==> src/soc_mem_settings.svh <==
`ifndef SOC_MEM_SETTINGS_SVH
`define SOC_MEM_SETTINGS_SVH

// bus widths
`define SOC_ADDR_W 32
`define SOC_DATA_W 32

// address map
`define SOC_CLINT_BASE 32'h0200_0000
// split point, anything at or above goes to the sram
`define SOC_SRAM_BASE 32'h0200_ffff

// sram depth in words
`define SOC_SRAM_WORDS 256

// beats per instruction burst, power of two for wrap
`define SOC_FETCH_BEATS 4

`endif

==> src/soc_mem_pkg.sv <==
package soc_mem_pkg;

  // axi burst encoding
  typedef enum logic [1:0] {
    FIXED = 2'b00,
    INCR  = 2'b01,
    WRAP  = 2'b10
  } axi_burst_t;

endpackage

==> src/axi_if.sv <==
`timescale 1ns/1ns
`include "soc_mem_settings.svh"

// read address and read data channels
interface axi_r_if;
  import soc_mem_pkg::*;

  logic arvalid;
  logic arready;
  logic [`SOC_ADDR_W-1:0] araddr;
  logic [7:0] arlen;
  axi_burst_t arburst;
  logic rvalid;
  logic rready;
  logic [`SOC_DATA_W-1:0] rdata;
  logic rlast;

  modport master (
    output arvalid, araddr, arlen, arburst, rready,
    input arready, rvalid, rdata, rlast
  );

  modport slave (
    input arvalid, araddr, arlen, arburst, rready,
    output arready, rvalid, rdata, rlast
  );
endinterface


==> src/fetch_unit.sv <==
`timescale 1ns/1ns
`include "soc_mem_settings.svh"

module fetch_unit (
  input logic clock,
  input logic reset,
  input logic fetch_start,
  input logic [`SOC_ADDR_W-1:0] fetch_addr,
  output logic fetch_busy,
  output logic fetch_valid,
  output logic fetch_done,
  output logic [`SOC_DATA_W-1:0] fetch_data,
  axi_r_if.master bus
);
  import soc_mem_pkg::*;

  typedef enum logic [1:0] {
    IDLE,
    ADDR,
    DATA
  } fetch_state_t;

  fetch_state_t state;
  logic [`SOC_ADDR_W-1:0] pc_q;

  always_ff @(posedge clock) begin
    if (reset) begin
      state <= IDLE;
      bus.arvalid <= 1'b0;
    end else begin
      case (state)
        IDLE: begin
          if (fetch_start) begin
            bus.arvalid <= 1'b1;
            state <= ADDR;
          end
        end
        ADDR: begin
          if (bus.arready) begin
            bus.arvalid <= 1'b0;
            state <= DATA;
          end
        end
        DATA: begin
          if (bus.rvalid && bus.rlast) begin
            state <= IDLE;
          end
        end
        default: state <= IDLE;
      endcase
    end
  end

  // start address stays put until the last beat
  always_ff @(posedge clock) begin
    if (state == IDLE && fetch_start) begin
      pc_q <= fetch_addr;
    end
  end

  assign bus.araddr = pc_q;
  assign bus.arlen = 8'(`SOC_FETCH_BEATS - 1);
  assign bus.arburst = WRAP;
  assign bus.rready = 1'b1;

  // beats go straight out, rready is always high
  assign fetch_busy = state != IDLE;
  assign fetch_valid = bus.rvalid && (state == DATA);
  assign fetch_done = fetch_valid && bus.rlast;
  assign fetch_data = bus.rdata;

endmodule

==> src/flat_wrapper.sv <==
// flat-port wrapper written by rule: the top's interface ports become plain ports
module fetch_unit_flat import soc_mem_pkg::*;
  (clock, reset, fetch_start, fetch_addr, fetch_busy, fetch_valid, fetch_done, fetch_data, bus_arvalid, bus_araddr, bus_arlen, bus_arburst, bus_rready, bus_arready, bus_rvalid, bus_rdata, bus_rlast);
  axi_r_if bus_i ();
  input logic clock;
  input logic reset;
  input logic fetch_start;
  input logic [`SOC_ADDR_W-1:0] fetch_addr;
  output logic fetch_busy;
  output logic fetch_valid;
  output logic fetch_done;
  output logic [`SOC_DATA_W-1:0] fetch_data;
  output wire logic [$bits(bus_i.arvalid)-1:0] bus_arvalid;
  output wire logic [$bits(bus_i.araddr)-1:0] bus_araddr;
  output wire logic [$bits(bus_i.arlen)-1:0] bus_arlen;
  output wire logic [$bits(bus_i.arburst)-1:0] bus_arburst;
  output wire logic [$bits(bus_i.rready)-1:0] bus_rready;
  input wire logic [$bits(bus_i.arready)-1:0] bus_arready;
  input wire logic [$bits(bus_i.rvalid)-1:0] bus_rvalid;
  input wire logic [$bits(bus_i.rdata)-1:0] bus_rdata;
  input wire logic [$bits(bus_i.rlast)-1:0] bus_rlast;
  assign bus_arvalid = bus_i.arvalid;
  assign bus_araddr = bus_i.araddr;
  assign bus_arlen = bus_i.arlen;
  assign bus_arburst = bus_i.arburst;
  assign bus_rready = bus_i.rready;
  assign bus_i.arready = bus_arready;
  assign bus_i.rvalid = bus_rvalid;
  assign bus_i.rdata = bus_rdata;
  assign bus_i.rlast = bus_rlast;
  fetch_unit u_core (.clock(clock), .reset(reset), .fetch_start(fetch_start), .fetch_addr(fetch_addr), .fetch_busy(fetch_busy), .fetch_valid(fetch_valid), .fetch_done(fetch_done), .fetch_data(fetch_data), .bus(bus_i));
endmodule
==> config.mk <==
export PLATFORM = sky130hd
export DESIGN_NAME = fetch_unit_flat
export DESIGN_NICKNAME = d
export VERILOG_FILES = /design/src/soc_mem_pkg.sv /design/src/axi_if.sv /design/src/fetch_unit.sv /design/src/flat_wrapper.sv
export VERILOG_INCLUDE_DIRS = /design/src /design/src/src
export SDC_FILE = /design/constraint.sdc
export NUM_CORES = 1
export LEC_CHECK = 0
export ABC_AREA = 1
export BUFFER_PORTS_ARGS = -buffer_cell sky130_fd_sc_hd__buf_2
export CORE_UTILIZATION = 37
export DETAILED_ROUTE_END_ITERATION = 8
export PLACE_DENSITY_LB_ADDON = 0.1
export SLEW_MARGIN = 20
export SYNTH_ARGS = -nofsm -noshare
export SYNTH_HDL_FRONTEND = slang
export SYNTH_SLANG_ARGS = --single-unit
==> constraint.sdc <==
create_clock -name clock -period 3 [get_ports clock]
set_input_delay 0.45 -clock clock [delete_from_list [all_inputs] [get_ports clock]]
set_output_delay 0.45 -clock clock [all_outputs]
set_load 0.02 [all_outputs]
# Word-level counts from Yosys, hierarchy flattened

Cells that the tools add are included.

Eq/ne operators: 5
Mux-type cells: 7
Reductions and logical operators: 9

Operators with widths:

| cell                                                                    | count |
|---|---|
| 2-bit 2-to-1 mux                                                        | 3 |
| 2-bit one-hot mux with 3 select lines                                   | 1 |
| 3-bit AND reduction                                                     | 2 |
| 1-bit logical AND                                                       | 4 |
| 2-bit inequality test, second input constant                            | 2 |
| 2-bit nonzero test                                                      | 2 |
| 2-bit by 1-bit == test with 1-bit output, second input constant         | 1 |
| 2-bit == test, second input constant                                    | 1 |
| 2-bit logical NOT                                                       | 1 |
| 1-bit 2-to-1 mux                                                        | 2 |
| 2-bit by 1-bit inequality test with 1-bit output, second input constant | 1 |
| 1-bit one-hot mux with 2 select lines                                   | 1 |

Bits in registers: 35
Input port bits: 70
Output and inout port bits: 79

# Longest topological paths before layout

Depth after elaboration: 3
Mapped depth: 4

# Worst setup path before layout

OpenSTA, ideal clock, no wires.

Path type: in2reg
From: input fetch_start
To: register u_core.pc_q[0], in the netlist u_core.bus.araddr[0], enable pin
Setup time: 387 ps
Arrival: 1160 ps
Data required time: 2613 ps
Path slack: 1453 ps
Stages: 2
Path buffers: 0
Cell sequence: nand2_1 > inv_1

Cells in the longest elaborated chain, start to end: 1

Ends and longest elaborated chain:

| element              | RTL line          | text |
|---|---|---|
| start, declared      | flat_wrapper.sv:7 | `input logic fetch_start;` |
| 1-bit logical AND    | fetch_unit.sv:56  | `if (state == IDLE && fetch_start) begin` |
| end signal, assigned | fetch_unit.sv:57  | `pc_q <= fetch_addr;` |
| end, declared        | fetch_unit.sv:24  | `` logic [`SOC_ADDR_W-1:0] pc_q; `` |

Every way passes these cells.
A chain may end at the register's enable or synchronous reset.

# Worst setup path after layout

From: register u_core.state[1]
To: register u_core.pc_q[22], in the netlist u_core.bus.araddr[22], enable pin

Cells in the longest elaborated chain, start to end: 2

Ends and longest elaborated chain:

| element                | RTL line         | text |
|---|---|---|
| start, declared        | fetch_unit.sv:23 | `fetch_state_t state;` |
| start signal, assigned | fetch_unit.sv:28 | `state <= IDLE;` |
| start signal, assigned | fetch_unit.sv:35 | `state <= ADDR;` |
| start signal, assigned | fetch_unit.sv:41 | `state <= DATA;` |
| 2-bit logical NOT      | fetch_unit.sv:56 |  |
| 1-bit logical AND      | fetch_unit.sv:56 |  |

Every way passes these cells.

==> impl_metrics.json <==
{
  "nNetsFinal": 215,
  "cp-start-kind": "flip-flop",
  "vias": 804,
  "via_per_inst": 4.14,
  "yosysWarnings": 0,
  "rows": 22,
  "dr.pass1.iters": 4,
  "grt_pass1_vias": 684,
  "cts_hold_buf": 0,
  "synthTopCellsByArea": "edfxtp_1 (67%), buf_4 (22%), dfxtp_1 (4.2%)",
  "yosysMostFrequentCell": "buf_4",
  "syn-cell-area_mm2": 0.00144,
  "skew_ns": 0.00533,
  "end_kind": "flip-flop",
  "die_h_um": 64.3,
  "wirelength_mm": 2.64,
  "initial_core_util_pct": 38.9,
  "synth-async-reset-ratio_pct": 0,
  "finalCriticalPeriod_ns": 1.63,
  "seq_area_frac_synth_pct": 71.1,
  "ys_types": 12,
  "gr-total-overflow": 0,
  "maxSlewHeadroom_pct": 66.0,
  "port_buffers": 73,
  "wl_per_cell_um": 13.6,
  "ff_latch_area_mm2": 0.00102,
  "synth_top_area_cell": "edfxtp_1",
  "synth_top_area_share_pct": 66.9,
  "run_status": "completed",
  "die_area_mm2": 0.00414,
  "drc": 0,
  "synthFlopType": "edfxtp_1",
  "placed_cells": 186,
  "p_leak_nw": 0.749,
  "grt_max_degree": 20,
  "synth_cells": 98,
  "multi_input_area_um2": 108,
  "drtIter0Drc": 37,
  "tns_ns": 0,
  "rsz0062_at_grt": "no",
  "cap_violations": 0,
  "numCtsBuffers": 5,
  "holdPathStages": 1,
  "core_area_mm2": 0.00369,
  "drive_gt1_share_pct": 55.5,
  "grt_use_total_pct": 12.5,
  "required_ns": 2.96,
  "crit_type": "flip-flop to flip-flop",
  "h-tree-depth": 2,
  "layout.cells.non_filler": 194,
  "fillers": 370,
  "r2r_cells": 4,
  "hold_violations": 0,
  "worstMarginPinSlew_ns": 0.510,
  "syn_avg_cell_area_um2": 14.7,
  "clk_pin_slew_ns": 0.06,
  "arrival_ns": 1.60,
  "finalSetupViolCount": 0,
  "dieWidth_um": 64.3,
  "hold_path.class": "input port to flip-flop",
  "ant_nets": 0,
  "cts_root_buf": "clkbuf_8",
  "fmax_mhz": 612,
  "path_max_fanout": 19,
  "synth-seq-cells": 35,
  "irDropWorstVdd_mv": 0.293,
  "synth_common_cells": "buf_4 (43), edfxtp_1 (32), inv_1 (5)",
  "n_antenna_cell": 0,
  "area.growth.synth_to_final_pct": 15.6,
  "post-cts-setup-buffers": 0,
  "antenna_found_initial": 0,
  "dpl.hpwl_mm": 2.18,
  "clock_latency_ns": 0.27,
  "cts_sinks": 35,
  "synth-edff-count": 32,
  "boundaryPins": 149,
  "grt_pass1_wl_mm": 3.57,
  "slew_violations": 0,
  "fin_crit_sh_pct": 54.5,
  "cts_buffer_depth": 2,
  "power.density_mw_per_mm2": 613,
  "ctsResizeCount": 0,
  "cts_tree": "built",
  "gp_congestion": 0.691
}
==> worst max-delay path, cell delays in order, from the launching register on <==
cell	delay [ns]
dfxtp_1	0.35
nor2_2	0.13
nand2_1	0.09
inv_1	0.39
buf_4	0.35
==> cell usage in the layout, fill, tap and decap left out, types with 2 or more instances in the layout <==
cell | synthesis | routed
inv_1 | 5 | 5
conb_1 | 2 | 11
dfxtp_1 | 3 | 3
clkbuf_8 | 0 | 5
nor2_1 | 2 | 2
clkinv_1 | 0 | 2
a21oi_1 | 3 | 3
edfxtp_1 | 32 | 32
buf_2 | 0 | 73
nand2_1 | 4 | 4
==> power by group <==
group	switching, mW	total, mW	leakage (nW)	internal (mW)
Combinational	0.0910	0.134	0.377	0.0433
Sequential	0.00956	0.583	0.331	0.574
Clock	0.142	0.300	0.0403	0.158
==> metrics by stage <==
stage / worst slack, ns / instance area (um^2) / hold WS, ns / power, mW / util, %
2_1_floorplan: 1.45 / 1470 / 0.487 / 0.743 / -
3_3_place_gp: 1.30 / 1580 / 0.464 / 0.728 / 42.8
3_5_place_dp: 1.29 / 1580 / 0.451 / 0.731 / 42.8
4_1_cts: 1.32 / 1660 / 0.330 / 1.04 / 45.0
5_1_grt: 1.18 / 1660 / 0.321 / 1.07 / 45.0
6_report: 1.37 / 1660 / 0.346 / 1.02 / 45.0
==> state kept, by name, indices dropped and copies added, names as in the netlist <==
signal              count
u_core.bus.arvalid      1
u_core.state            2
u_core.bus.araddr      32
==> area by class of cell <==
class	instances	share of cell area, %
Sequential cell	35	61.5
Timing Repair Buffer	74	22.5
Multi-Input combinational cell	24	6.48
Clock buffer	6	4.37
Tap cell	48	3.62
Inverter	5	1.13
Clock inverter	2	0.452
==> metal layers <==
| layer | wire length (um) | vias to the layer above | global-route usage (%) | part of all wire (%) |
|---|---|---|---|---|
| met1 | 806 | 350 | 11.2 | 30 |
| met4 | 61 | 0 | 6.11 | 2.3 |
| met2 | 1330 | 79 | 21.1 | 50 |
| met3 | 442 | 11 | 8.75 | 17 |
| met5 | 0 | - | 0 | 0 |
| li1 | - | 364 | - | - |
==> cells by family (layout without fill, tap and decap cells) <==
kind of cell    count (synthesis)  after routing  share of synthesized area [%]
compound gates                  3              3                           1.04
buf+inv                        48             87                           23.8
flops                          35             35                           71.1
other cells                     2             11                          0.523
simple gates                   10             10                           3.57
==> path summary, 6_finish.rpt <==
path | start | end | slack (ns)
worst max-delay path | u_core.state[1] | u_core.bus.araddr[22] | 1.37
worst min-delay path | fetch_addr[24] | u_core.bus.araddr[24] | 0.35
worst max register to register | u_core.state[1] | u_core.bus.araddr[22] | 1.37
worst min register to register | u_core.bus.arvalid | u_core.bus.arvalid | 0.46
Power figures use the tool's default switching activity.
