<file path="config.mk">
export PLATFORM = sky130hd
export DESIGN_NAME = load_store_unit_flat
export DESIGN_NICKNAME = d
export VERILOG_FILES = /design/src/soc_mem_pkg.sv /design/src/axi_if.sv /design/src/load_store_unit.sv /design/src/flat_wrapper.sv
export VERILOG_INCLUDE_DIRS = /design/src /design/src/src
export SDC_FILE = /design/constraint.sdc
export NUM_CORES = 1
export LEC_CHECK = 0
export ABC_CLOCK_PERIOD_IN_PS = 8600
export BUFFER_PORTS_ARGS = -buffer_cell sky130_fd_sc_hd__buf_2
export CAP_MARGIN = 0
export CORE_AREA = 2 2 105 107
export DETAILED_ROUTE_END_ITERATION = 8
export DIE_AREA = 0 0 107 109
export HOLD_SLACK_MARGIN = 0.06
export PLACE_DENSITY = 0.74
export SETUP_SLACK_MARGIN = 0.05
export SLEW_MARGIN = 20
export SYNTH_ARGS = -nofsm -noshare
export SYNTH_HDL_FRONTEND = slang
export SYNTH_SLANG_ARGS = --single-unit
</file>
<file path="constraint.sdc">
create_clock -name clock -period 8.6 [get_ports clock]
set_input_delay 1.72 -clock clock [delete_from_list [all_inputs] [get_ports clock]]
set_output_delay 1.72 -clock clock [all_outputs]
set_load 0.005 [all_outputs]
</file>
<file path="src/soc_mem_settings.svh">
`ifndef SOC_MEM_SETTINGS_SVH
`define SOC_MEM_SETTINGS_SVH

// bus widths
`define SOC_ADDR_W 32
`define SOC_DATA_W 32

// address map
`define SOC_CLINT_BASE 32'h0200_0000
// split point, anything at or above goes to the sram
`define SOC_SRAM_BASE 32'h0200_ffff

// sram depth in words
`define SOC_SRAM_WORDS 256

// beats per instruction burst, power of two for wrap
`define SOC_FETCH_BEATS 4

`endif

</file>
<file path="src/soc_mem_pkg.sv">
package soc_mem_pkg;

  // axi burst encoding
  typedef enum logic [1:0] {
    FIXED = 2'b00,
    INCR  = 2'b01,
    WRAP  = 2'b10
  } axi_burst_t;

endpackage

</file>
<file path="src/axi_if.sv">
`timescale 1ns/1ns
`include "soc_mem_settings.svh"

// read address and read data channels
interface axi_r_if;
  import soc_mem_pkg::*;

  logic arvalid;
  logic arready;
  logic [`SOC_ADDR_W-1:0] araddr;
  logic [7:0] arlen;
  axi_burst_t arburst;
  logic rvalid;
  logic rready;
  logic [`SOC_DATA_W-1:0] rdata;
  logic rlast;

  modport master (
    output arvalid, araddr, arlen, arburst, rready,
    input arready, rvalid, rdata, rlast
  );

  modport slave (
    input arvalid, araddr, arlen, arburst, rready,
    output arready, rvalid, rdata, rlast
  );
endinterface

// write address, write data and write response channels
interface axi_w_if;
  logic awvalid;
  logic awready;
  logic [`SOC_ADDR_W-1:0] awaddr;
  logic [7:0] awlen;
  logic wvalid;
  logic wready;
  logic [`SOC_DATA_W-1:0] wdata;
  logic [`SOC_DATA_W/8-1:0] wstrb;
  logic wlast;
  logic bvalid;
  logic bready;

  modport master (
    output awvalid, awaddr, awlen, wvalid, wdata, wstrb, wlast, bready,
    input awready, wready, bvalid
  );

  modport slave (
    input awvalid, awaddr, awlen, wvalid, wdata, wstrb, wlast, bready,
    output awready, wready, bvalid
  );
endinterface

</file>
<file path="src/load_store_unit.sv">
`timescale 1ns/1ns
`include "soc_mem_settings.svh"

module load_store_unit (
  input logic clock,
  input logic reset,
  input logic load,
  input logic store,
  input logic [`SOC_ADDR_W-1:0] addr,
  input logic [`SOC_DATA_W-1:0] wdata,
  input logic [3:0] wstrb,
  output logic lsu_busy,
  output logic lsu_done,
  output logic [`SOC_DATA_W-1:0] rdata,
  axi_r_if.master rd_bus,
  axi_w_if.master wr_bus
);
  import soc_mem_pkg::*;

  typedef enum logic [2:0] {
    IDLE,
    RD_ADDR,
    RD_DATA,
    WR_REQ,
    WR_RESP
  } lsu_state_t;

  lsu_state_t state;
  logic [`SOC_ADDR_W-1:0] addr_q;
  logic [`SOC_DATA_W-1:0] wdata_q;
  logic [3:0] wstrb_q;
  logic aw_done;
  logic w_done;

  // each write channel finishes on its own handshake
  assign aw_done = !wr_bus.awvalid || wr_bus.awready;
  assign w_done = !wr_bus.wvalid || wr_bus.wready;

  always_ff @(posedge clock) begin
    if (reset) begin
      state <= IDLE;
      lsu_done <= 1'b0;
      rd_bus.arvalid <= 1'b0;
      wr_bus.awvalid <= 1'b0;
      wr_bus.wvalid <= 1'b0;
    end else begin
      lsu_done <= 1'b0;
      case (state)
        IDLE: begin
          if (load) begin
            rd_bus.arvalid <= 1'b1;
            state <= RD_ADDR;
          end else if (store) begin
            wr_bus.awvalid <= 1'b1;
            wr_bus.wvalid <= 1'b1;
            state <= WR_REQ;
          end
        end
        RD_ADDR: begin
          if (rd_bus.arready) begin
            rd_bus.arvalid <= 1'b0;
            state <= RD_DATA;
          end
        end
        RD_DATA: begin
          if (rd_bus.rvalid) begin
            lsu_done <= 1'b1;
            state <= IDLE;
          end
        end
        WR_REQ: begin
          if (wr_bus.awready) begin
            wr_bus.awvalid <= 1'b0;
          end
          if (wr_bus.wready) begin
            wr_bus.wvalid <= 1'b0;
          end
          if (aw_done && w_done) begin
            state <= WR_RESP;
          end
        end
        WR_RESP: begin
          if (wr_bus.bvalid) begin
            lsu_done <= 1'b1;
            state <= IDLE;
          end
        end
        default: state <= IDLE;
      endcase
    end
  end

  always_ff @(posedge clock) begin
    if (state == IDLE && (load || store)) begin
      addr_q <= addr;
      wdata_q <= wdata;
      wstrb_q <= wstrb;
    end
    // load data lands together with lsu_done
    if (state == RD_DATA && rd_bus.rvalid) begin
      rdata <= rd_bus.rdata;
    end
  end

  assign lsu_busy = state != IDLE;

  // single beat reads
  assign rd_bus.araddr = addr_q;
  assign rd_bus.arlen = 8'd0;
  assign rd_bus.arburst = INCR;
  assign rd_bus.rready = 1'b1;

  // single beat writes
  assign wr_bus.awaddr = addr_q;
  assign wr_bus.awlen = 8'd0;
  assign wr_bus.wdata = wdata_q;
  assign wr_bus.wstrb = wstrb_q;
  assign wr_bus.wlast = 1'b1;
  assign wr_bus.bready = 1'b1;

endmodule

</file>
<file path="src/flat_wrapper.sv">
// flat-port wrapper written by rule: the top's interface ports become plain ports
module load_store_unit_flat import soc_mem_pkg::*;
  (clock, reset, load, store, addr, wdata, wstrb, lsu_busy, lsu_done, rdata, rd_bus_arvalid, rd_bus_araddr, rd_bus_arlen, rd_bus_arburst, rd_bus_rready, rd_bus_arready, rd_bus_rvalid, rd_bus_rdata, rd_bus_rlast, wr_bus_awvalid, wr_bus_awaddr, wr_bus_awlen, wr_bus_wvalid, wr_bus_wdata, wr_bus_wstrb, wr_bus_wlast, wr_bus_bready, wr_bus_awready, wr_bus_wready, wr_bus_bvalid);
  axi_r_if rd_bus_i ();
  axi_w_if wr_bus_i ();
  input logic clock;
  input logic reset;
  input logic load;
  input logic store;
  input logic [`SOC_ADDR_W-1:0] addr;
  input logic [`SOC_DATA_W-1:0] wdata;
  input logic [3:0] wstrb;
  output logic lsu_busy;
  output logic lsu_done;
  output logic [`SOC_DATA_W-1:0] rdata;
  output wire logic [$bits(rd_bus_i.arvalid)-1:0] rd_bus_arvalid;
  output wire logic [$bits(rd_bus_i.araddr)-1:0] rd_bus_araddr;
  output wire logic [$bits(rd_bus_i.arlen)-1:0] rd_bus_arlen;
  output wire logic [$bits(rd_bus_i.arburst)-1:0] rd_bus_arburst;
  output wire logic [$bits(rd_bus_i.rready)-1:0] rd_bus_rready;
  input wire logic [$bits(rd_bus_i.arready)-1:0] rd_bus_arready;
  input wire logic [$bits(rd_bus_i.rvalid)-1:0] rd_bus_rvalid;
  input wire logic [$bits(rd_bus_i.rdata)-1:0] rd_bus_rdata;
  input wire logic [$bits(rd_bus_i.rlast)-1:0] rd_bus_rlast;
  output wire logic [$bits(wr_bus_i.awvalid)-1:0] wr_bus_awvalid;
  output wire logic [$bits(wr_bus_i.awaddr)-1:0] wr_bus_awaddr;
  output wire logic [$bits(wr_bus_i.awlen)-1:0] wr_bus_awlen;
  output wire logic [$bits(wr_bus_i.wvalid)-1:0] wr_bus_wvalid;
  output wire logic [$bits(wr_bus_i.wdata)-1:0] wr_bus_wdata;
  output wire logic [$bits(wr_bus_i.wstrb)-1:0] wr_bus_wstrb;
  output wire logic [$bits(wr_bus_i.wlast)-1:0] wr_bus_wlast;
  output wire logic [$bits(wr_bus_i.bready)-1:0] wr_bus_bready;
  input wire logic [$bits(wr_bus_i.awready)-1:0] wr_bus_awready;
  input wire logic [$bits(wr_bus_i.wready)-1:0] wr_bus_wready;
  input wire logic [$bits(wr_bus_i.bvalid)-1:0] wr_bus_bvalid;
  assign rd_bus_arvalid = rd_bus_i.arvalid;
  assign rd_bus_araddr = rd_bus_i.araddr;
  assign rd_bus_arlen = rd_bus_i.arlen;
  assign rd_bus_arburst = rd_bus_i.arburst;
  assign rd_bus_rready = rd_bus_i.rready;
  assign rd_bus_i.arready = rd_bus_arready;
  assign rd_bus_i.rvalid = rd_bus_rvalid;
  assign rd_bus_i.rdata = rd_bus_rdata;
  assign rd_bus_i.rlast = rd_bus_rlast;
  assign wr_bus_awvalid = wr_bus_i.awvalid;
  assign wr_bus_awaddr = wr_bus_i.awaddr;
  assign wr_bus_awlen = wr_bus_i.awlen;
  assign wr_bus_wvalid = wr_bus_i.wvalid;
  assign wr_bus_wdata = wr_bus_i.wdata;
  assign wr_bus_wstrb = wr_bus_i.wstrb;
  assign wr_bus_wlast = wr_bus_i.wlast;
  assign wr_bus_bready = wr_bus_i.bready;
  assign wr_bus_i.awready = wr_bus_awready;
  assign wr_bus_i.wready = wr_bus_wready;
  assign wr_bus_i.bvalid = wr_bus_bvalid;
  load_store_unit u_core (.clock(clock), .reset(reset), .load(load), .store(store), .addr(addr), .wdata(wdata), .wstrb(wstrb), .lsu_busy(lsu_busy), .lsu_done(lsu_done), .rdata(rdata), .rd_bus(rd_bus_i), .wr_bus(wr_bus_i));
endmodule
</file>
* Word level (Yosys, flattened, before mapping)
Index checks and enable logic that the tools add are counted.
Word-level totals: bits in latches 0, output and inout port bits 158, RAM bits 0, bits of input ports 110, memory bits (read-only) 0, register bits after elaboration 107, memories 0, logic and storage cells 58
Cells by class: multiplexer cells 19, shift operators 0, multiply operators 0, bitwise operators 0, reductions and logical operators 16, $add $sub $neg 0, eq/ne operators 14, magnitude comparators 0, div/mod/pow operators 0
Operator list (number):
- $mux W3 | 6
- $ne A2 B2 Y1 const B | 8
- $pmux W3 S5 | 1
- $mux W1 | 8
- $pmux W1 S2 | 4
- $reduce_and A4 Y1 | 2
- $eq A3 B2 Y1 const B | 2
- $reduce_and A5 Y1 | 1
- $reduce_bool A2 Y1 | 2
- $eq A3 B1 Y1 const B | 1
- $eq A3 B3 Y1 const B | 1
- $logic_and A1 B1 Y1 | 3
- $logic_not A3 Y1 | 1
- $logic_or A1 B1 Y1 | 3
- $ne A3 B3 Y1 const B | 1
- $reduce_and A3 Y1 | 1
- $reduce_bool A3 Y1 | 1
- $logic_not A1 Y1 | 2
- $ne A2 B1 Y1 const B | 1

* Depth between registers and ports, before layout
word-level depth 5, mapped depth 4

* Worst setup path after synthesis
Ideal clock, no wire load.
kind input-to-reg, from input port store, to register u_core.state[0], data arrival time 5138 ps, data required time 8531 ps, stages on the path 3, setup slack 3392 ps, setup time 69 ps, cells stage by stage nor2_1 -> nor2_1 -> a22o_2
On the way: cells in the longest elaborated chain, start to end 2
Ends and longest elaborated chain:
- from (decl) | line flat_wrapper.sv:9 | input logic store;
- $ne A3 B3 Y1 (no source line)
- $reduce_and A5 Y1 (no source line)
- to (signal assigned) | line load_store_unit.sv:41 | state <= IDLE;
- to (signal assigned) | line load_store_unit.sv:52 | state <= RD_ADDR;
- to (signal assigned) | line load_store_unit.sv:56 | state <= WR_REQ;
- to (decl) | line load_store_unit.sv:28 | lsu_state_t state;
Every way passes these cells. A chain may end at the register's enable or synchronous reset.

* Worst setup path in the final report
from register u_core.state[2], to output port lsu_busy
On the way: cells in the longest elaborated chain, start to end 1
Ends and longest elaborated chain:
- $reduce_bool A3 Y1 | line load_store_unit.sv:105 | assign lsu_busy = state != IDLE;
- to (decl) | line flat_wrapper.sv:13 | output logic lsu_busy;
Every way passes these cells.

==> metrics <==
status=finished, final reports clean; Hold Crit Start=u_core.wr_bus.awvalid; FF/Latch Area=3140 um2; Synth area leader=edfxtp_1; Congestion Overflow GR=0; Setup Buffers After CTS=0; CTS tree=built; Fmax=0.321 GHz; Worst path top cell family by delay=flip-flops; First-pass DRT Iterations=4; core area=10600 um2; site row count=38; Leakage Power=0.00222 uW; commonest non-fill, non-tap cell in the layout=buf_2; min-delay worst type=register to register; Mapped Cells=199; Worst VDD drop=0.168 mV; Die Y=109 um; gpl congestion=0.803; clock transition at the registers of the reported paths=100 ps; data required time of the critical path=6880 ps; most frequent cells in the layout=buf_2 (245), edfxtp_1 (100), conb_1 (21); final setup violation count=0; worst hold endpoint=u_core.wr_bus.awvalid; vias per cell=4.16; CP peak stage delay=390 ps; crit path max fanout=6; pwr dens=249 nW/um2; multi-input logic area=293 um2; Synth Register Bits=107; RSZ-0062 raised after global routing=false; yosys warns=0; top-area cell type share of the netlist area=79.5%; minimum clock period=3110 ps; CP Depth=3; Final ANT Viol Nets=0; Internal Power=914 uW; crit start category=register; worst r2r src=u_core.state[2]; setup TNS=0 ps; Worst Path Buf+Inv=2; Critical Path Source=u_core.state[2]; global-route wire length before repair=12100 um; Max clock buf depth=2; crit path DAT=1390 ps; fin crit share=36.2%; reg2reg path depth=4; register area share after synthesis=83.2%; final WL=8920 um; Slew headroom=42.1%; NetSw=339 uW; Hold Path Stages=2; clock skew=11.2 ps; Switching Share=27.1%; RR Endpoint=u_core.wr_bus.wdata[22]; largest net degree at the start of global routing=70; # DRC=0; die area=11700 um2; WL/cell=15.8 um; max cap viols=0; Avg Cell Area, Syn=19.0 um2; # resized after CTS=0; Crit Path Class=register to output port; reg2reg setup slack=6520 ps; WHS=508 ps; CTS root buffer=clkbuf_8; I/O pin cnt=268; hold buffers post-CTS=0; Synth-to-Final Area Change=33.0%; Flop pwr share=58.6%; # diodes=0; Num CTS Buffers=9; Final Hold Vio Count=0; Worst Max-Slew Pin Slew=868 ps; GRT Resource Usage Total=14.5%; crit path cell chain=nor3_1 -> inv_1 -> buf_2; I/O Buffers=245; Max Slew Vio Count=0; filler instances=940; Worst Setup End Kind=output port; H-tree depth=3; number of antenna violations at the first check in global routing=0; largest cells by area after synthesis=edfxtp_1 (79%), buf_4 (11%), dfxtp_1 (3.7%); chip width=107 um; Initial Util=35.6%; DRT iter0 DRCs=64; nets=531; Detailed Place HPWL=6970 um; share of layout cells above drive strength 1=62.2%; Yosys cell types=23; Clock Power Share=21.0%; combinational power share=20.4%; mapped cell area=3780 um2; number of global-route vias before repair=2259; Worst-Skew Late Latency=360 ps; Finished Core Util=47.4%; DR vias=2355; Slowest cell on crit path=dfxtp_1; # clock sinks=107
-- how the worst max path moves through the flow --
stage                                          end  slack (ps)
after CTS                                 lsu_busy        5470
after global placement    u_core.rd_bus.araddr[10]        5560
final                                     lsu_busy        5490
after global routing                      lsu_busy        5370
after detailed placement  u_core.rd_bus.araddr[10]        5510
after floorplan                    u_core.state[0]        3390
-- power groups by stage --
stage	combinational, uW	sequential [uW]	clock (uW)
after floorplan	125	764	0
after global placement	259	743	0
after detailed placement	262	748	0
after CTS	263	737	275
after global routing	283	746	293
final	256	734	263
-- area by class of cell --
class                           instances  share of cell area, %
Sequential cell                       107                   62.6
Clock buffer                           11                   2.62
Timing Repair Buffer                  246                   24.6
Multi-Input combinational cell         52                   5.83
Tap cell                              140                   3.49
Inverter                                5                  0.374
Clock inverter                          5                  0.573
-- sequential cells by signal (all words and copies together), names as in the netlist --
register,count
u_core.wr_bus.awvalid,1
u_core.wr_bus.wstrb,4
u_core.rd_bus.arvalid,1
u_core.wr_bus.wvalid,1
u_core.rd_bus.araddr,32
u_core.wr_bus.wdata,32
u_core.state,3
u_core.rdata,32
u_core.lsu_done,1
-- metrics by stage --
stage          cell area, um2  power [uW]  setup WS (ps)  std cells
6_report                 5020        1250           5490        566
5_1_grt                  5020        1320           5370        566
4_1_cts                  5020        1270           5470        566
3_5_place_dp             4860        1010           5510        550
3_3_place_gp             4860        1000           5560        550
2_1_floorplan            3850         889           3390        218
-- tightest hold or removal path: stages, from the launching register on --
cell and delay (ps):
dfxtp_1 320, inv_1 70, a221oi_1 70
-- cell usage after synthesis --
cell and instances:
and3b_2 1, clkbuf_1 1, conb_1 2, nor4b_1 1, or3b_1 2, o22ai_1 1, a221o_2 1, a221oi_1 2
and3_2 1, nor3_1 3, dfxtp_1 7, a22o_2 1, edfxtp_1 100, mux2i_1 1, a2bb2oi_1 1, nand3b_1 1
nor2b_4 1, and2_4 1, buf_4 53, nand2_1 3, inv_1 5, a21oi_1 4, nor2_1 6
-- kinds of logic (layout without fill, tap and decap cells) --
family,count (synthesis),in the layout,share of synthesized area (%)
AO/OA/AOI/OAI,10,10,1.95
buffers and inverters,59,267,11.1
AND/OR/NAND/NOR,20,20,3.25
other,2,21,0.199
flip-flops,107,107,83.2
multiplexers,1,1,0.265
-- metal layers --
layer	up-vias	GRT usage (%)	share of wire [%]
met3	11	4.48	8.3
met1	1111	15.4	37
met5	-	0	0
li1	1097	-	-
met2	136	26.5	54
met4	0	6.68	1.5
(Power assumes the default switching activity.)
