## config.mk

```make
export PLATFORM = sky130hd
export DESIGN_NAME = mem_interconnect_flat
export DESIGN_NICKNAME = d
export VERILOG_FILES = /design/src/soc_mem_pkg.sv /design/src/axi_if.sv /design/src/mem_interconnect.sv /design/src/flat_wrapper.sv
export VERILOG_INCLUDE_DIRS = /design/src /design/src/src
export SDC_FILE = /design/constraint.sdc
export NUM_CORES = 1
export LEC_CHECK = 0
export BUFFER_PORTS_ARGS = -buffer_cell sky130_fd_sc_hd__buf_2
export CORE_AREA = 2 2 221 223
export CTS_BUF_LIST = sky130_fd_sc_hd__clkbuf_4
export DETAILED_ROUTE_END_ITERATION = 10
export DIE_AREA = 0 0 223 225
export PLACE_DENSITY = 0.3
export SETUP_SLACK_MARGIN = 0.1
export SYNTH_ARGS = -nofsm -noshare
export SYNTH_HDL_FRONTEND = slang
export SYNTH_SLANG_ARGS = --single-unit
```

## constraint.sdc

```tcl
create_clock -name clock -period 6.8 [get_ports clock]
set_input_delay 1.36 -clock clock [delete_from_list [all_inputs] [get_ports clock]]
set_output_delay 1.36 -clock clock [all_outputs]
set_load 0.05 [all_outputs]
```

## src/soc_mem_settings.svh

```systemverilog
`ifndef SOC_MEM_SETTINGS_SVH
`define SOC_MEM_SETTINGS_SVH

// bus widths
`define SOC_ADDR_W 32
`define SOC_DATA_W 32

// address map
`define SOC_CLINT_BASE 32'h0200_0000
// split point, anything at or above goes to the sram
`define SOC_SRAM_BASE 32'h0200_ffff

// sram depth in words
`define SOC_SRAM_WORDS 256

// beats per instruction burst, power of two for wrap
`define SOC_FETCH_BEATS 4

`endif

```

## src/soc_mem_pkg.sv

```systemverilog
package soc_mem_pkg;

  // axi burst encoding
  typedef enum logic [1:0] {
    FIXED = 2'b00,
    INCR  = 2'b01,
    WRAP  = 2'b10
  } axi_burst_t;

endpackage

```

## src/axi_if.sv

```systemverilog
`timescale 1ns/1ns
`include "soc_mem_settings.svh"

// read address and read data channels
interface axi_r_if;
  import soc_mem_pkg::*;

  logic arvalid;
  logic arready;
  logic [`SOC_ADDR_W-1:0] araddr;
  logic [7:0] arlen;
  axi_burst_t arburst;
  logic rvalid;
  logic rready;
  logic [`SOC_DATA_W-1:0] rdata;
  logic rlast;

  modport master (
    output arvalid, araddr, arlen, arburst, rready,
    input arready, rvalid, rdata, rlast
  );

  modport slave (
    input arvalid, araddr, arlen, arburst, rready,
    output arready, rvalid, rdata, rlast
  );
endinterface

// write address, write data and write response channels
interface axi_w_if;
  logic awvalid;
  logic awready;
  logic [`SOC_ADDR_W-1:0] awaddr;
  logic [7:0] awlen;
  logic wvalid;
  logic wready;
  logic [`SOC_DATA_W-1:0] wdata;
  logic [`SOC_DATA_W/8-1:0] wstrb;
  logic wlast;
  logic bvalid;
  logic bready;

  modport master (
    output awvalid, awaddr, awlen, wvalid, wdata, wstrb, wlast, bready,
    input awready, wready, bvalid
  );

  modport slave (
    input awvalid, awaddr, awlen, wvalid, wdata, wstrb, wlast, bready,
    output awready, wready, bvalid
  );
endinterface

```

## src/mem_interconnect.sv

```systemverilog
`timescale 1ns/1ns
`include "soc_mem_settings.svh"

module mem_interconnect (
  input logic clock,
  input logic reset,
  axi_r_if.slave ifu_r,
  axi_r_if.slave lsu_r,
  axi_w_if.slave lsu_w,
  axi_r_if.master clint_r,
  axi_r_if.master sram_r,
  axi_w_if.master clint_w,
  axi_w_if.master sram_w
);
  import soc_mem_pkg::*;

  typedef enum logic [1:0] {
    IDLE,
    IFUR,
    LSUR
  } xbar_owner_t;

  xbar_owner_t owner;
  xbar_owner_t owner_next;
  logic ifu_end;
  logic lsu_end;

  // muxed read request from the owner
  logic m_arvalid;
  logic m_rready;
  logic [`SOC_ADDR_W-1:0] m_araddr;
  logic [7:0] m_arlen;
  axi_burst_t m_arburst;

  // response from the decoded slave
  logic s_arready;
  logic s_rvalid;
  logic [`SOC_DATA_W-1:0] s_rdata;
  logic s_rlast;

  logic rd_sram;
  logic wr_sram;

  assign ifu_end = ifu_r.rready && ifu_r.rvalid && ifu_r.rlast;
  assign lsu_end = lsu_r.rready && lsu_r.rvalid && lsu_r.rlast;

  always_ff @(posedge clock) begin
    if (reset) begin
      owner <= IDLE;
    end else begin
      owner <= owner_next;
    end
  end

  // fetch first, owner kept until its last beat
  always_comb begin
    case (owner)
      IDLE: begin
        if (ifu_r.arvalid) begin
          owner_next = IFUR;
        end else if (lsu_r.arvalid) begin
          owner_next = LSUR;
        end else begin
          owner_next = IDLE;
        end
      end
      IFUR: begin
        if (ifu_end) begin
          owner_next = lsu_r.arvalid ? LSUR : IDLE;
        end else begin
          owner_next = IFUR;
        end
      end
      LSUR: begin
        if (lsu_end) begin
          owner_next = ifu_r.arvalid ? IFUR : IDLE;
        end else begin
          owner_next = LSUR;
        end
      end
      default: owner_next = IDLE;
    endcase
  end

  always_comb begin
    case (owner)
      IFUR: begin
        m_arvalid = ifu_r.arvalid;
        m_rready = ifu_r.rready;
      end
      LSUR: begin
        m_arvalid = lsu_r.arvalid;
        m_rready = lsu_r.rready;
      end
      default: begin
        m_arvalid = 1'b0;
        m_rready = 1'b0;
      end
    endcase
  end

  assign m_araddr = (owner == LSUR) ? lsu_r.araddr : ifu_r.araddr;
  assign m_arlen = (owner == LSUR) ? lsu_r.arlen : ifu_r.arlen;
  assign m_arburst = (owner == LSUR) ? lsu_r.arburst : ifu_r.arburst;

  // only the owner sees arready and rvalid
  assign ifu_r.arready = (owner == IFUR) && s_arready;
  assign lsu_r.arready = (owner == LSUR) && s_arready;
  assign ifu_r.rvalid = (owner == IFUR) && s_rvalid;
  assign lsu_r.rvalid = (owner == LSUR) && s_rvalid;
  assign ifu_r.rdata = s_rdata;
  assign lsu_r.rdata = s_rdata;
  assign ifu_r.rlast = s_rlast;
  assign lsu_r.rlast = s_rlast;

  // read decode on the held address
  assign rd_sram = m_araddr >= `SOC_SRAM_BASE;

  assign sram_r.arvalid = rd_sram && m_arvalid;
  assign clint_r.arvalid = !rd_sram && m_arvalid;
  assign sram_r.araddr = m_araddr;
  assign clint_r.araddr = m_araddr;
  assign sram_r.arlen = m_arlen;
  assign clint_r.arlen = m_arlen;
  assign sram_r.arburst = m_arburst;
  assign clint_r.arburst = m_arburst;
  assign sram_r.rready = rd_sram && m_rready;
  assign clint_r.rready = !rd_sram && m_rready;

  assign s_arready = rd_sram ? sram_r.arready : clint_r.arready;
  assign s_rvalid = rd_sram ? sram_r.rvalid : clint_r.rvalid;
  assign s_rdata = rd_sram ? sram_r.rdata : clint_r.rdata;
  assign s_rlast = rd_sram ? sram_r.rlast : clint_r.rlast;

  // writes come only from the lsu, decode without arbitration
  assign wr_sram = lsu_w.awaddr >= `SOC_SRAM_BASE;

  assign sram_w.awvalid = wr_sram && lsu_w.awvalid;
  assign clint_w.awvalid = !wr_sram && lsu_w.awvalid;
  assign sram_w.awaddr = lsu_w.awaddr;
  assign clint_w.awaddr = lsu_w.awaddr;
  assign sram_w.awlen = lsu_w.awlen;
  assign clint_w.awlen = lsu_w.awlen;
  assign sram_w.wvalid = wr_sram && lsu_w.wvalid;
  assign clint_w.wvalid = !wr_sram && lsu_w.wvalid;
  assign sram_w.wdata = lsu_w.wdata;
  assign clint_w.wdata = lsu_w.wdata;
  assign sram_w.wstrb = lsu_w.wstrb;
  assign clint_w.wstrb = lsu_w.wstrb;
  assign sram_w.wlast = lsu_w.wlast;
  assign clint_w.wlast = lsu_w.wlast;
  assign sram_w.bready = wr_sram && lsu_w.bready;
  assign clint_w.bready = !wr_sram && lsu_w.bready;

  assign lsu_w.awready = wr_sram ? sram_w.awready : clint_w.awready;
  assign lsu_w.wready = wr_sram ? sram_w.wready : clint_w.wready;
  assign lsu_w.bvalid = wr_sram ? sram_w.bvalid : clint_w.bvalid;

endmodule

```

## src/flat_wrapper.sv

```systemverilog
// flat-port wrapper written by rule: the top's interface ports become plain ports
module mem_interconnect_flat import soc_mem_pkg::*;
  (clock, reset, ifu_r_arvalid, ifu_r_araddr, ifu_r_arlen, ifu_r_arburst, ifu_r_rready, ifu_r_arready, ifu_r_rvalid, ifu_r_rdata, ifu_r_rlast, lsu_r_arvalid, lsu_r_araddr, lsu_r_arlen, lsu_r_arburst, lsu_r_rready, lsu_r_arready, lsu_r_rvalid, lsu_r_rdata, lsu_r_rlast, lsu_w_awvalid, lsu_w_awaddr, lsu_w_awlen, lsu_w_wvalid, lsu_w_wdata, lsu_w_wstrb, lsu_w_wlast, lsu_w_bready, lsu_w_awready, lsu_w_wready, lsu_w_bvalid, clint_r_arvalid, clint_r_araddr, clint_r_arlen, clint_r_arburst, clint_r_rready, clint_r_arready, clint_r_rvalid, clint_r_rdata, clint_r_rlast, sram_r_arvalid, sram_r_araddr, sram_r_arlen, sram_r_arburst, sram_r_rready, sram_r_arready, sram_r_rvalid, sram_r_rdata, sram_r_rlast, clint_w_awvalid, clint_w_awaddr, clint_w_awlen, clint_w_wvalid, clint_w_wdata, clint_w_wstrb, clint_w_wlast, clint_w_bready, clint_w_awready, clint_w_wready, clint_w_bvalid, sram_w_awvalid, sram_w_awaddr, sram_w_awlen, sram_w_wvalid, sram_w_wdata, sram_w_wstrb, sram_w_wlast, sram_w_bready, sram_w_awready, sram_w_wready, sram_w_bvalid);
  axi_r_if ifu_r_i ();
  axi_r_if lsu_r_i ();
  axi_w_if lsu_w_i ();
  axi_r_if clint_r_i ();
  axi_r_if sram_r_i ();
  axi_w_if clint_w_i ();
  axi_w_if sram_w_i ();
  input logic clock;
  input logic reset;
  input wire logic [$bits(ifu_r_i.arvalid)-1:0] ifu_r_arvalid;
  input wire logic [$bits(ifu_r_i.araddr)-1:0] ifu_r_araddr;
  input wire logic [$bits(ifu_r_i.arlen)-1:0] ifu_r_arlen;
  input wire logic [$bits(ifu_r_i.arburst)-1:0] ifu_r_arburst;
  input wire logic [$bits(ifu_r_i.rready)-1:0] ifu_r_rready;
  output wire logic [$bits(ifu_r_i.arready)-1:0] ifu_r_arready;
  output wire logic [$bits(ifu_r_i.rvalid)-1:0] ifu_r_rvalid;
  output wire logic [$bits(ifu_r_i.rdata)-1:0] ifu_r_rdata;
  output wire logic [$bits(ifu_r_i.rlast)-1:0] ifu_r_rlast;
  input wire logic [$bits(lsu_r_i.arvalid)-1:0] lsu_r_arvalid;
  input wire logic [$bits(lsu_r_i.araddr)-1:0] lsu_r_araddr;
  input wire logic [$bits(lsu_r_i.arlen)-1:0] lsu_r_arlen;
  input wire logic [$bits(lsu_r_i.arburst)-1:0] lsu_r_arburst;
  input wire logic [$bits(lsu_r_i.rready)-1:0] lsu_r_rready;
  output wire logic [$bits(lsu_r_i.arready)-1:0] lsu_r_arready;
  output wire logic [$bits(lsu_r_i.rvalid)-1:0] lsu_r_rvalid;
  output wire logic [$bits(lsu_r_i.rdata)-1:0] lsu_r_rdata;
  output wire logic [$bits(lsu_r_i.rlast)-1:0] lsu_r_rlast;
  input wire logic [$bits(lsu_w_i.awvalid)-1:0] lsu_w_awvalid;
  input wire logic [$bits(lsu_w_i.awaddr)-1:0] lsu_w_awaddr;
  input wire logic [$bits(lsu_w_i.awlen)-1:0] lsu_w_awlen;
  input wire logic [$bits(lsu_w_i.wvalid)-1:0] lsu_w_wvalid;
  input wire logic [$bits(lsu_w_i.wdata)-1:0] lsu_w_wdata;
  input wire logic [$bits(lsu_w_i.wstrb)-1:0] lsu_w_wstrb;
  input wire logic [$bits(lsu_w_i.wlast)-1:0] lsu_w_wlast;
  input wire logic [$bits(lsu_w_i.bready)-1:0] lsu_w_bready;
  output wire logic [$bits(lsu_w_i.awready)-1:0] lsu_w_awready;
  output wire logic [$bits(lsu_w_i.wready)-1:0] lsu_w_wready;
  output wire logic [$bits(lsu_w_i.bvalid)-1:0] lsu_w_bvalid;
  output wire logic [$bits(clint_r_i.arvalid)-1:0] clint_r_arvalid;
  output wire logic [$bits(clint_r_i.araddr)-1:0] clint_r_araddr;
  output wire logic [$bits(clint_r_i.arlen)-1:0] clint_r_arlen;
  output wire logic [$bits(clint_r_i.arburst)-1:0] clint_r_arburst;
  output wire logic [$bits(clint_r_i.rready)-1:0] clint_r_rready;
  input wire logic [$bits(clint_r_i.arready)-1:0] clint_r_arready;
  input wire logic [$bits(clint_r_i.rvalid)-1:0] clint_r_rvalid;
  input wire logic [$bits(clint_r_i.rdata)-1:0] clint_r_rdata;
  input wire logic [$bits(clint_r_i.rlast)-1:0] clint_r_rlast;
  output wire logic [$bits(sram_r_i.arvalid)-1:0] sram_r_arvalid;
  output wire logic [$bits(sram_r_i.araddr)-1:0] sram_r_araddr;
  output wire logic [$bits(sram_r_i.arlen)-1:0] sram_r_arlen;
  output wire logic [$bits(sram_r_i.arburst)-1:0] sram_r_arburst;
  output wire logic [$bits(sram_r_i.rready)-1:0] sram_r_rready;
  input wire logic [$bits(sram_r_i.arready)-1:0] sram_r_arready;
  input wire logic [$bits(sram_r_i.rvalid)-1:0] sram_r_rvalid;
  input wire logic [$bits(sram_r_i.rdata)-1:0] sram_r_rdata;
  input wire logic [$bits(sram_r_i.rlast)-1:0] sram_r_rlast;
  output wire logic [$bits(clint_w_i.awvalid)-1:0] clint_w_awvalid;
  output wire logic [$bits(clint_w_i.awaddr)-1:0] clint_w_awaddr;
  output wire logic [$bits(clint_w_i.awlen)-1:0] clint_w_awlen;
  output wire logic [$bits(clint_w_i.wvalid)-1:0] clint_w_wvalid;
  output wire logic [$bits(clint_w_i.wdata)-1:0] clint_w_wdata;
  output wire logic [$bits(clint_w_i.wstrb)-1:0] clint_w_wstrb;
  output wire logic [$bits(clint_w_i.wlast)-1:0] clint_w_wlast;
  output wire logic [$bits(clint_w_i.bready)-1:0] clint_w_bready;
  input wire logic [$bits(clint_w_i.awready)-1:0] clint_w_awready;
  input wire logic [$bits(clint_w_i.wready)-1:0] clint_w_wready;
  input wire logic [$bits(clint_w_i.bvalid)-1:0] clint_w_bvalid;
  output wire logic [$bits(sram_w_i.awvalid)-1:0] sram_w_awvalid;
  output wire logic [$bits(sram_w_i.awaddr)-1:0] sram_w_awaddr;
  output wire logic [$bits(sram_w_i.awlen)-1:0] sram_w_awlen;
  output wire logic [$bits(sram_w_i.wvalid)-1:0] sram_w_wvalid;
  output wire logic [$bits(sram_w_i.wdata)-1:0] sram_w_wdata;
  output wire logic [$bits(sram_w_i.wstrb)-1:0] sram_w_wstrb;
  output wire logic [$bits(sram_w_i.wlast)-1:0] sram_w_wlast;
  output wire logic [$bits(sram_w_i.bready)-1:0] sram_w_bready;
  input wire logic [$bits(sram_w_i.awready)-1:0] sram_w_awready;
  input wire logic [$bits(sram_w_i.wready)-1:0] sram_w_wready;
  input wire logic [$bits(sram_w_i.bvalid)-1:0] sram_w_bvalid;
  assign ifu_r_i.arvalid = ifu_r_arvalid;
  assign ifu_r_i.araddr = ifu_r_araddr;
  assign ifu_r_i.arlen = ifu_r_arlen;
  assign ifu_r_i.arburst = ifu_r_arburst;
  assign ifu_r_i.rready = ifu_r_rready;
  assign ifu_r_arready = ifu_r_i.arready;
  assign ifu_r_rvalid = ifu_r_i.rvalid;
  assign ifu_r_rdata = ifu_r_i.rdata;
  assign ifu_r_rlast = ifu_r_i.rlast;
  assign lsu_r_i.arvalid = lsu_r_arvalid;
  assign lsu_r_i.araddr = lsu_r_araddr;
  assign lsu_r_i.arlen = lsu_r_arlen;
  assign lsu_r_i.arburst = lsu_r_arburst;
  assign lsu_r_i.rready = lsu_r_rready;
  assign lsu_r_arready = lsu_r_i.arready;
  assign lsu_r_rvalid = lsu_r_i.rvalid;
  assign lsu_r_rdata = lsu_r_i.rdata;
  assign lsu_r_rlast = lsu_r_i.rlast;
  assign lsu_w_i.awvalid = lsu_w_awvalid;
  assign lsu_w_i.awaddr = lsu_w_awaddr;
  assign lsu_w_i.awlen = lsu_w_awlen;
  assign lsu_w_i.wvalid = lsu_w_wvalid;
  assign lsu_w_i.wdata = lsu_w_wdata;
  assign lsu_w_i.wstrb = lsu_w_wstrb;
  assign lsu_w_i.wlast = lsu_w_wlast;
  assign lsu_w_i.bready = lsu_w_bready;
  assign lsu_w_awready = lsu_w_i.awready;
  assign lsu_w_wready = lsu_w_i.wready;
  assign lsu_w_bvalid = lsu_w_i.bvalid;
  assign clint_r_arvalid = clint_r_i.arvalid;
  assign clint_r_araddr = clint_r_i.araddr;
  assign clint_r_arlen = clint_r_i.arlen;
  assign clint_r_arburst = clint_r_i.arburst;
  assign clint_r_rready = clint_r_i.rready;
  assign clint_r_i.arready = clint_r_arready;
  assign clint_r_i.rvalid = clint_r_rvalid;
  assign clint_r_i.rdata = clint_r_rdata;
  assign clint_r_i.rlast = clint_r_rlast;
  assign sram_r_arvalid = sram_r_i.arvalid;
  assign sram_r_araddr = sram_r_i.araddr;
  assign sram_r_arlen = sram_r_i.arlen;
  assign sram_r_arburst = sram_r_i.arburst;
  assign sram_r_rready = sram_r_i.rready;
  assign sram_r_i.arready = sram_r_arready;
  assign sram_r_i.rvalid = sram_r_rvalid;
  assign sram_r_i.rdata = sram_r_rdata;
  assign sram_r_i.rlast = sram_r_rlast;
  assign clint_w_awvalid = clint_w_i.awvalid;
  assign clint_w_awaddr = clint_w_i.awaddr;
  assign clint_w_awlen = clint_w_i.awlen;
  assign clint_w_wvalid = clint_w_i.wvalid;
  assign clint_w_wdata = clint_w_i.wdata;
  assign clint_w_wstrb = clint_w_i.wstrb;
  assign clint_w_wlast = clint_w_i.wlast;
  assign clint_w_bready = clint_w_i.bready;
  assign clint_w_i.awready = clint_w_awready;
  assign clint_w_i.wready = clint_w_wready;
  assign clint_w_i.bvalid = clint_w_bvalid;
  assign sram_w_awvalid = sram_w_i.awvalid;
  assign sram_w_awaddr = sram_w_i.awaddr;
  assign sram_w_awlen = sram_w_i.awlen;
  assign sram_w_wvalid = sram_w_i.wvalid;
  assign sram_w_wdata = sram_w_i.wdata;
  assign sram_w_wstrb = sram_w_i.wstrb;
  assign sram_w_wlast = sram_w_i.wlast;
  assign sram_w_bready = sram_w_i.bready;
  assign sram_w_i.awready = sram_w_awready;
  assign sram_w_i.wready = sram_w_wready;
  assign sram_w_i.bvalid = sram_w_bvalid;
  mem_interconnect u_core (.clock(clock), .reset(reset), .ifu_r(ifu_r_i), .lsu_r(lsu_r_i), .lsu_w(lsu_w_i), .clint_r(clint_r_i), .sram_r(sram_r_i), .clint_w(clint_w_i), .sram_w(sram_w_i));
endmodule
```

**After elaboration in Yosys (flattened, before gate mapping)**

Index checks and enable logic that the tools add are counted.

- Register bits after elaboration: 2
- Bits of input ports: 246
- Output and inout bits: 321
- Logic and storage cells: 44

- Order comparisons: 2
- Multiplexer cells: 18
- Eq/ne operators: 2
- Reduce and logical (&&, ||, !) cells: 21

Operators with widths:

| kind | count |
|---|---|
| $ge A32 B26 Y1 const B | 2 |
| $mux W32 | 2 |
| $logic_and A1 B1 Y1 | 18 |
| $mux W2 | 5 |
| $mux W8 | 1 |
| $mux W1 | 7 |
| $pmux W2 S3 | 1 |
| $pmux W1 S2 | 2 |
| $eq A2 B1 Y1 const B | 1 |
| $eq A2 B2 Y1 const B | 1 |
| $logic_not A1 Y1 | 2 |
| $logic_not A2 Y1 | 1 |

**Logic depth before layout (Yosys ltp)**

- Depth in word-level cells: 9
- Depth in mapped cells: 11
- Mapped depth without buffers: 8

**Worst setup path before layout**

No wires, ideal clock.

- Path kind: input -> output
- From: input port lsu_r_araddr[25]
- To: output port ifu_r_rvalid
- Setup slack: 1814 ps
- Arrival: 3626 ps
- Stages on the path: 7
- Path buffers: 1
- Required time: 5440 ps
- Path through: mux2_2 o2bb2a_4 or4b_4 a21oi_4 buf_6 mux2i_1 nor2b_1

- Word-level cells in the longest chain between the ends: 4

Ends and longest elaborated chain:

| element | RTL line | text |
|---|---|---|
| start: declaration | flat_wrapper.sv:23 | `input wire logic [$bits(lsu_r_i.araddr)-1:0] lsu_r_araddr;` |
| $mux W32 | mem_interconnect.sv:102 | `assign m_araddr = (owner == LSUR) ? lsu_r.araddr : ifu_r.araddr;` |
| $ge A32 B26 Y1 (no source line) | -- |  |
| $mux W1 | mem_interconnect.sv:131 | `assign s_rvalid = rd_sram ? sram_r.rvalid : clint_r.rvalid;` |
| $logic_and A1 B1 Y1 | mem_interconnect.sv:109 | `assign ifu_r.rvalid = (owner == IFUR) && s_rvalid;` |
| end: declaration | flat_wrapper.sv:19 | `output wire logic [$bits(ifu_r_i.rvalid)-1:0] ifu_r_rvalid;` |

Every way passes these cells.

**Final worst setup path**

- From: input port lsu_r_araddr[16]
- To: output port lsu_r_rdata[8]

- Word-level cells in the longest chain between the ends: 3

Ends and longest elaborated chain:

| element | RTL line | text |
|---|---|---|
| $mux W32 | mem_interconnect.sv:102 |  |
| $ge A32 B26 Y1 (no source line) | -- |  |
| $mux W32 | mem_interconnect.sv:132 | `assign s_rdata = rd_sram ? sram_r.rdata : clint_r.rdata;` |
| end: declaration | flat_wrapper.sv:29 | `output wire logic [$bits(lsu_r_i.rdata)-1:0] lsu_r_rdata;` |

Every way passes these cells.

==> run summary <==
Power per cell area -> 150 nW/µm²
Register bit total from synthesis -> 2
Core area -> 47500 µm²
TritonCTS Sinks -> 2
Initial Utilization -> 7.04%
Nature of the critical path endpoint -> output port
Num CTS Buffers -> 3
Number of flops mapped to enable cells by yosys -> 0
Antenna-violating nets left -> 0
CP dominant cell by count -> buf_2
Finished Layout Cells -> 1234
PnR Total Power -> 0.000679 W
Worst Reg-to-Reg Cells -> 8
Die area -> 50200 µm²
Final min period -> 5.84 ns
CTS tree -> yes
Hold_buf cts -> 0
Max FFs per register -> 2
I/O pins -> 567
Largest net degree at the start of global routing -> 28
GRT Util Overall -> 5.60%
Max Fclk -> 171 MHz
Die X -> 223 µm
Crit start category -> input port
Vias in the first global route -> 3248
Min-delay src -> u_core.owner[0]$_SDFF_PP0_
Worst r2r dst -> u_core.owner[1]$_SDFF_PP0_
Syn nets -> 670
Fin Setup TNS -> 0 ns
Slew Viols, Final -> 0
Resized cells post-CTS -> 0
Rows -> 80
Vias after detailed routing -> 3480
Cells after Synth -> 420
Max clock buf depth -> 2
Unrepaired setup endpoints after global routing -> false
Worst slew margin -> 54.7%
Worst hold path endpoint -> u_core.owner[0]$_SDFF_PP0_
Clk slew on worst S/H paths -> 0.03 ns
Sequential area share after synthesis -> 1.20%
Min-delay worst type -> reg -> reg
Final setup violation count -> 0
Critical path arrival -> 4.48 ns
Number of port buffers -> 431
Total of max-cap violations -> 0
Post-Syn Area per Cell -> 7.97 µm²
Routed Wire Length -> 16100 µm
Antenna violations before repair -> 3
Final core utilization -> 9.55%
Final net count -> 870
Dpl cells -> 1230
Measured slew at the worst slew-check pin -> 0.673 ns
Critical R2R Launch -> u_core.owner[0]$_SDFF_PP0_
Crit Path Class -> in -> out
Top reg by flops -> u_core.owner
Top cell type's share of synthesized area -> 51.8%
First-pass GRT wire length -> 20700 µm
Biggest regs -> u_core.owner (2)
Vias per inst -> 2.82
Req. time, crit path -> 5.44 ns
Drt first pass iters -> 4
Per-cell routed wire length -> 13.1 µm
Ys async rst share -> 0%
Layout area overhead -> 35.7%
Crit-path cells -> buf_2, nor4_1, a21oi_1, or4b_4, a21oi_4, buf_4, mux2_2, buf_2
Remaining Overflow, GRT -> 0
Max IR drop VDD -> 0.0636 mV
H-tree depth -> 1
Placer Congestion -> 0.746
Reg2Reg Setup Slack -> 3.40 ns
Hold violation total from the final report -> 0
Post-synth top flop -> dfxtp_1
Post-route DRC violation count -> 0
Outcome -> complete, no violations
Clock Latency Late Sink -> 0.23 ns
Post-DP HPWL -> 14800 µm
Worst hold stages -> 3
Layout cell share with drive strength beyond 1 -> 84.1%
Top cells by area, synth -> buf_4, mux2_2, ha_1
Period utilisation layout -> 85.8%
LEAKAGE -> 2.28 nW
Critical Path Max Stage Delay -> 0.64 ns
CP max FO -> 27
Post-Syn Area -> 3350 µm²
Yosys warns -> 0
Iteration-0 DRC Markers -> 59
Distinct cells, synth -> 36
Crit path max-delay cell type -> or4b_4
Worst Skew -> 0.00388 ns
Root buffer cell -> clkbuf_4
Die Y -> 225 µm
Setup Buffers After CTS -> 0
Leading area contributor after synthesis -> buf_4
==> cells by family (layout without fill, tap and decap cells) <==
family | after synthesis | after routing | synth area share [%]
fa+ha+maj | 4 | 4 | 1.50
other cells | 0 | 1 | 0
compound gates | 22 | 22 | 5.57
mux | 79 | 79 | 26.5
buf+inv | 246 | 444 | 54.0
flops | 2 | 2 | 1.20
simple gates | 67 | 67 | 11.2
==> worst max path at each step <==
stage / from / to / slack [ns] / cells past startpoint
6_report: lsu_r_araddr[16] / lsu_r_rdata[8] / 0.96 / 8
5_1_grt: lsu_r_araddr[16] / ifu_r_rdata[12] / 0.79 / 8
4_1_cts: lsu_r_araddr[16] / ifu_r_rdata[10] / 0.92 / 8
3_5_place_dp: lsu_r_araddr[16] / ifu_r_rdata[10] / 0.92 / 8
3_3_place_gp: lsu_r_araddr[16] / lsu_r_rdata[8] / 1.03 / 8
2_1_floorplan: lsu_r_araddr[25] / ifu_r_rvalid / 1.81 / 7
==> metrics by stage <==
stage | setup slack (ns) | area, µm² | hold slack [ns]
3_3_place_gp | 1.03 | 4520 | 0.820
3_5_place_dp | 0.917 | 4520 | 0.814
4_1_cts | 0.923 | 4540 | 0.819
6_report | 0.962 | 4540 | 0.806
2_1_floorplan | 1.81 | 3350 | 0.700
5_1_grt | 0.788 | 4540 | 0.853
==> synth_stat cells, types with 2 or more instances <==
| master | count |
|---|---|
| nor3_1 | 6 |
| buf_1 | 4 |
| nor2b_1 | 7 |
| o21ai_0 | 2 |
| nand3_1 | 8 |
| ha_1 | 4 |
| mux2_2 | 76 |
| a21oi_1 | 4 |
| buf_6 | 2 |
| buf_2 | 2 |
| nor3b_1 | 2 |
| nor2_1 | 9 |
| dfxtp_1 | 2 |
| nand4_1 | 7 |
| inv_1 | 7 |
| a22oi_1 | 2 |
| a21o_1 | 2 |
| and3_1 | 4 |
| nand2_1 | 10 |
| buf_4 | 231 |
| or2_1 | 2 |
| nor4_1 | 8 |
| mux2i_1 | 3 |
| a31oi_1 | 4 |
==> per-layer routing <==
| metal | share of wire, % | track usage (%) |
|---|---|---|
| met2 | 54 | 11.5 |
| met1 | 30 | 4.84 |
| met5 | 0.081 | 0 |
| met4 | 5.0 | 2.75 |
| met3 | 11 | 1.71 |
==> power breakdown <==
group | switching, W | internal [W] | total [W]
logic | 0.000479 | 0.000159 | 0.000638
clock network | 0.00000677 | 0.0000195 | 0.0000262
registers | 0.00000141 | 0.0000135 | 0.0000149
total | 0.000487 | 0.000192 | 0.000679
==> worst max-delay path, delay by kind of cell <==
kind	cells	cell delay [ns]
multiplexers	1	0.39
AND/OR/NAND/NOR	2	1.25
AO/OA/AOI/OAI	2	0.66
buffers and inverters	3	0.77
==> cells in the final DEF (no fill, tap or decap), drive strengths merged <==
master,count
a2111o,1
a21o,2
a21oi,5
a222oi,1
a22o,1
a22oi,2
a311o,1
a31oi,4
and3,4
buf,434
clkbuf,3
dfxtp,2
diode,1
ha,4
inv,7
mux2,76
mux2i,3
nand2,10
nand2b,1
nand3,8
nand3b,1
nand4,7
nor2,9
nor2b,7
nor3,6
nor3b,2
nor4,8
o21ai,2
o2bb2a,1
o2bb2ai,1
o311ai,1
or2,2
or3b,1
or4b,1
==> layout make-up <==
class,count,area (µm²)
Antenna cell,1,2.50
Clock buffer,3,22.5
Fill cell,5568,43000
Inverter,7,26.3
Multi-Input combinational cell,172,1500
Sequential cell,2,40.0
Tap cell,615,769
Timing Repair Buffer,434,2180
Note: power is estimated with default switching activity, not from simulation.
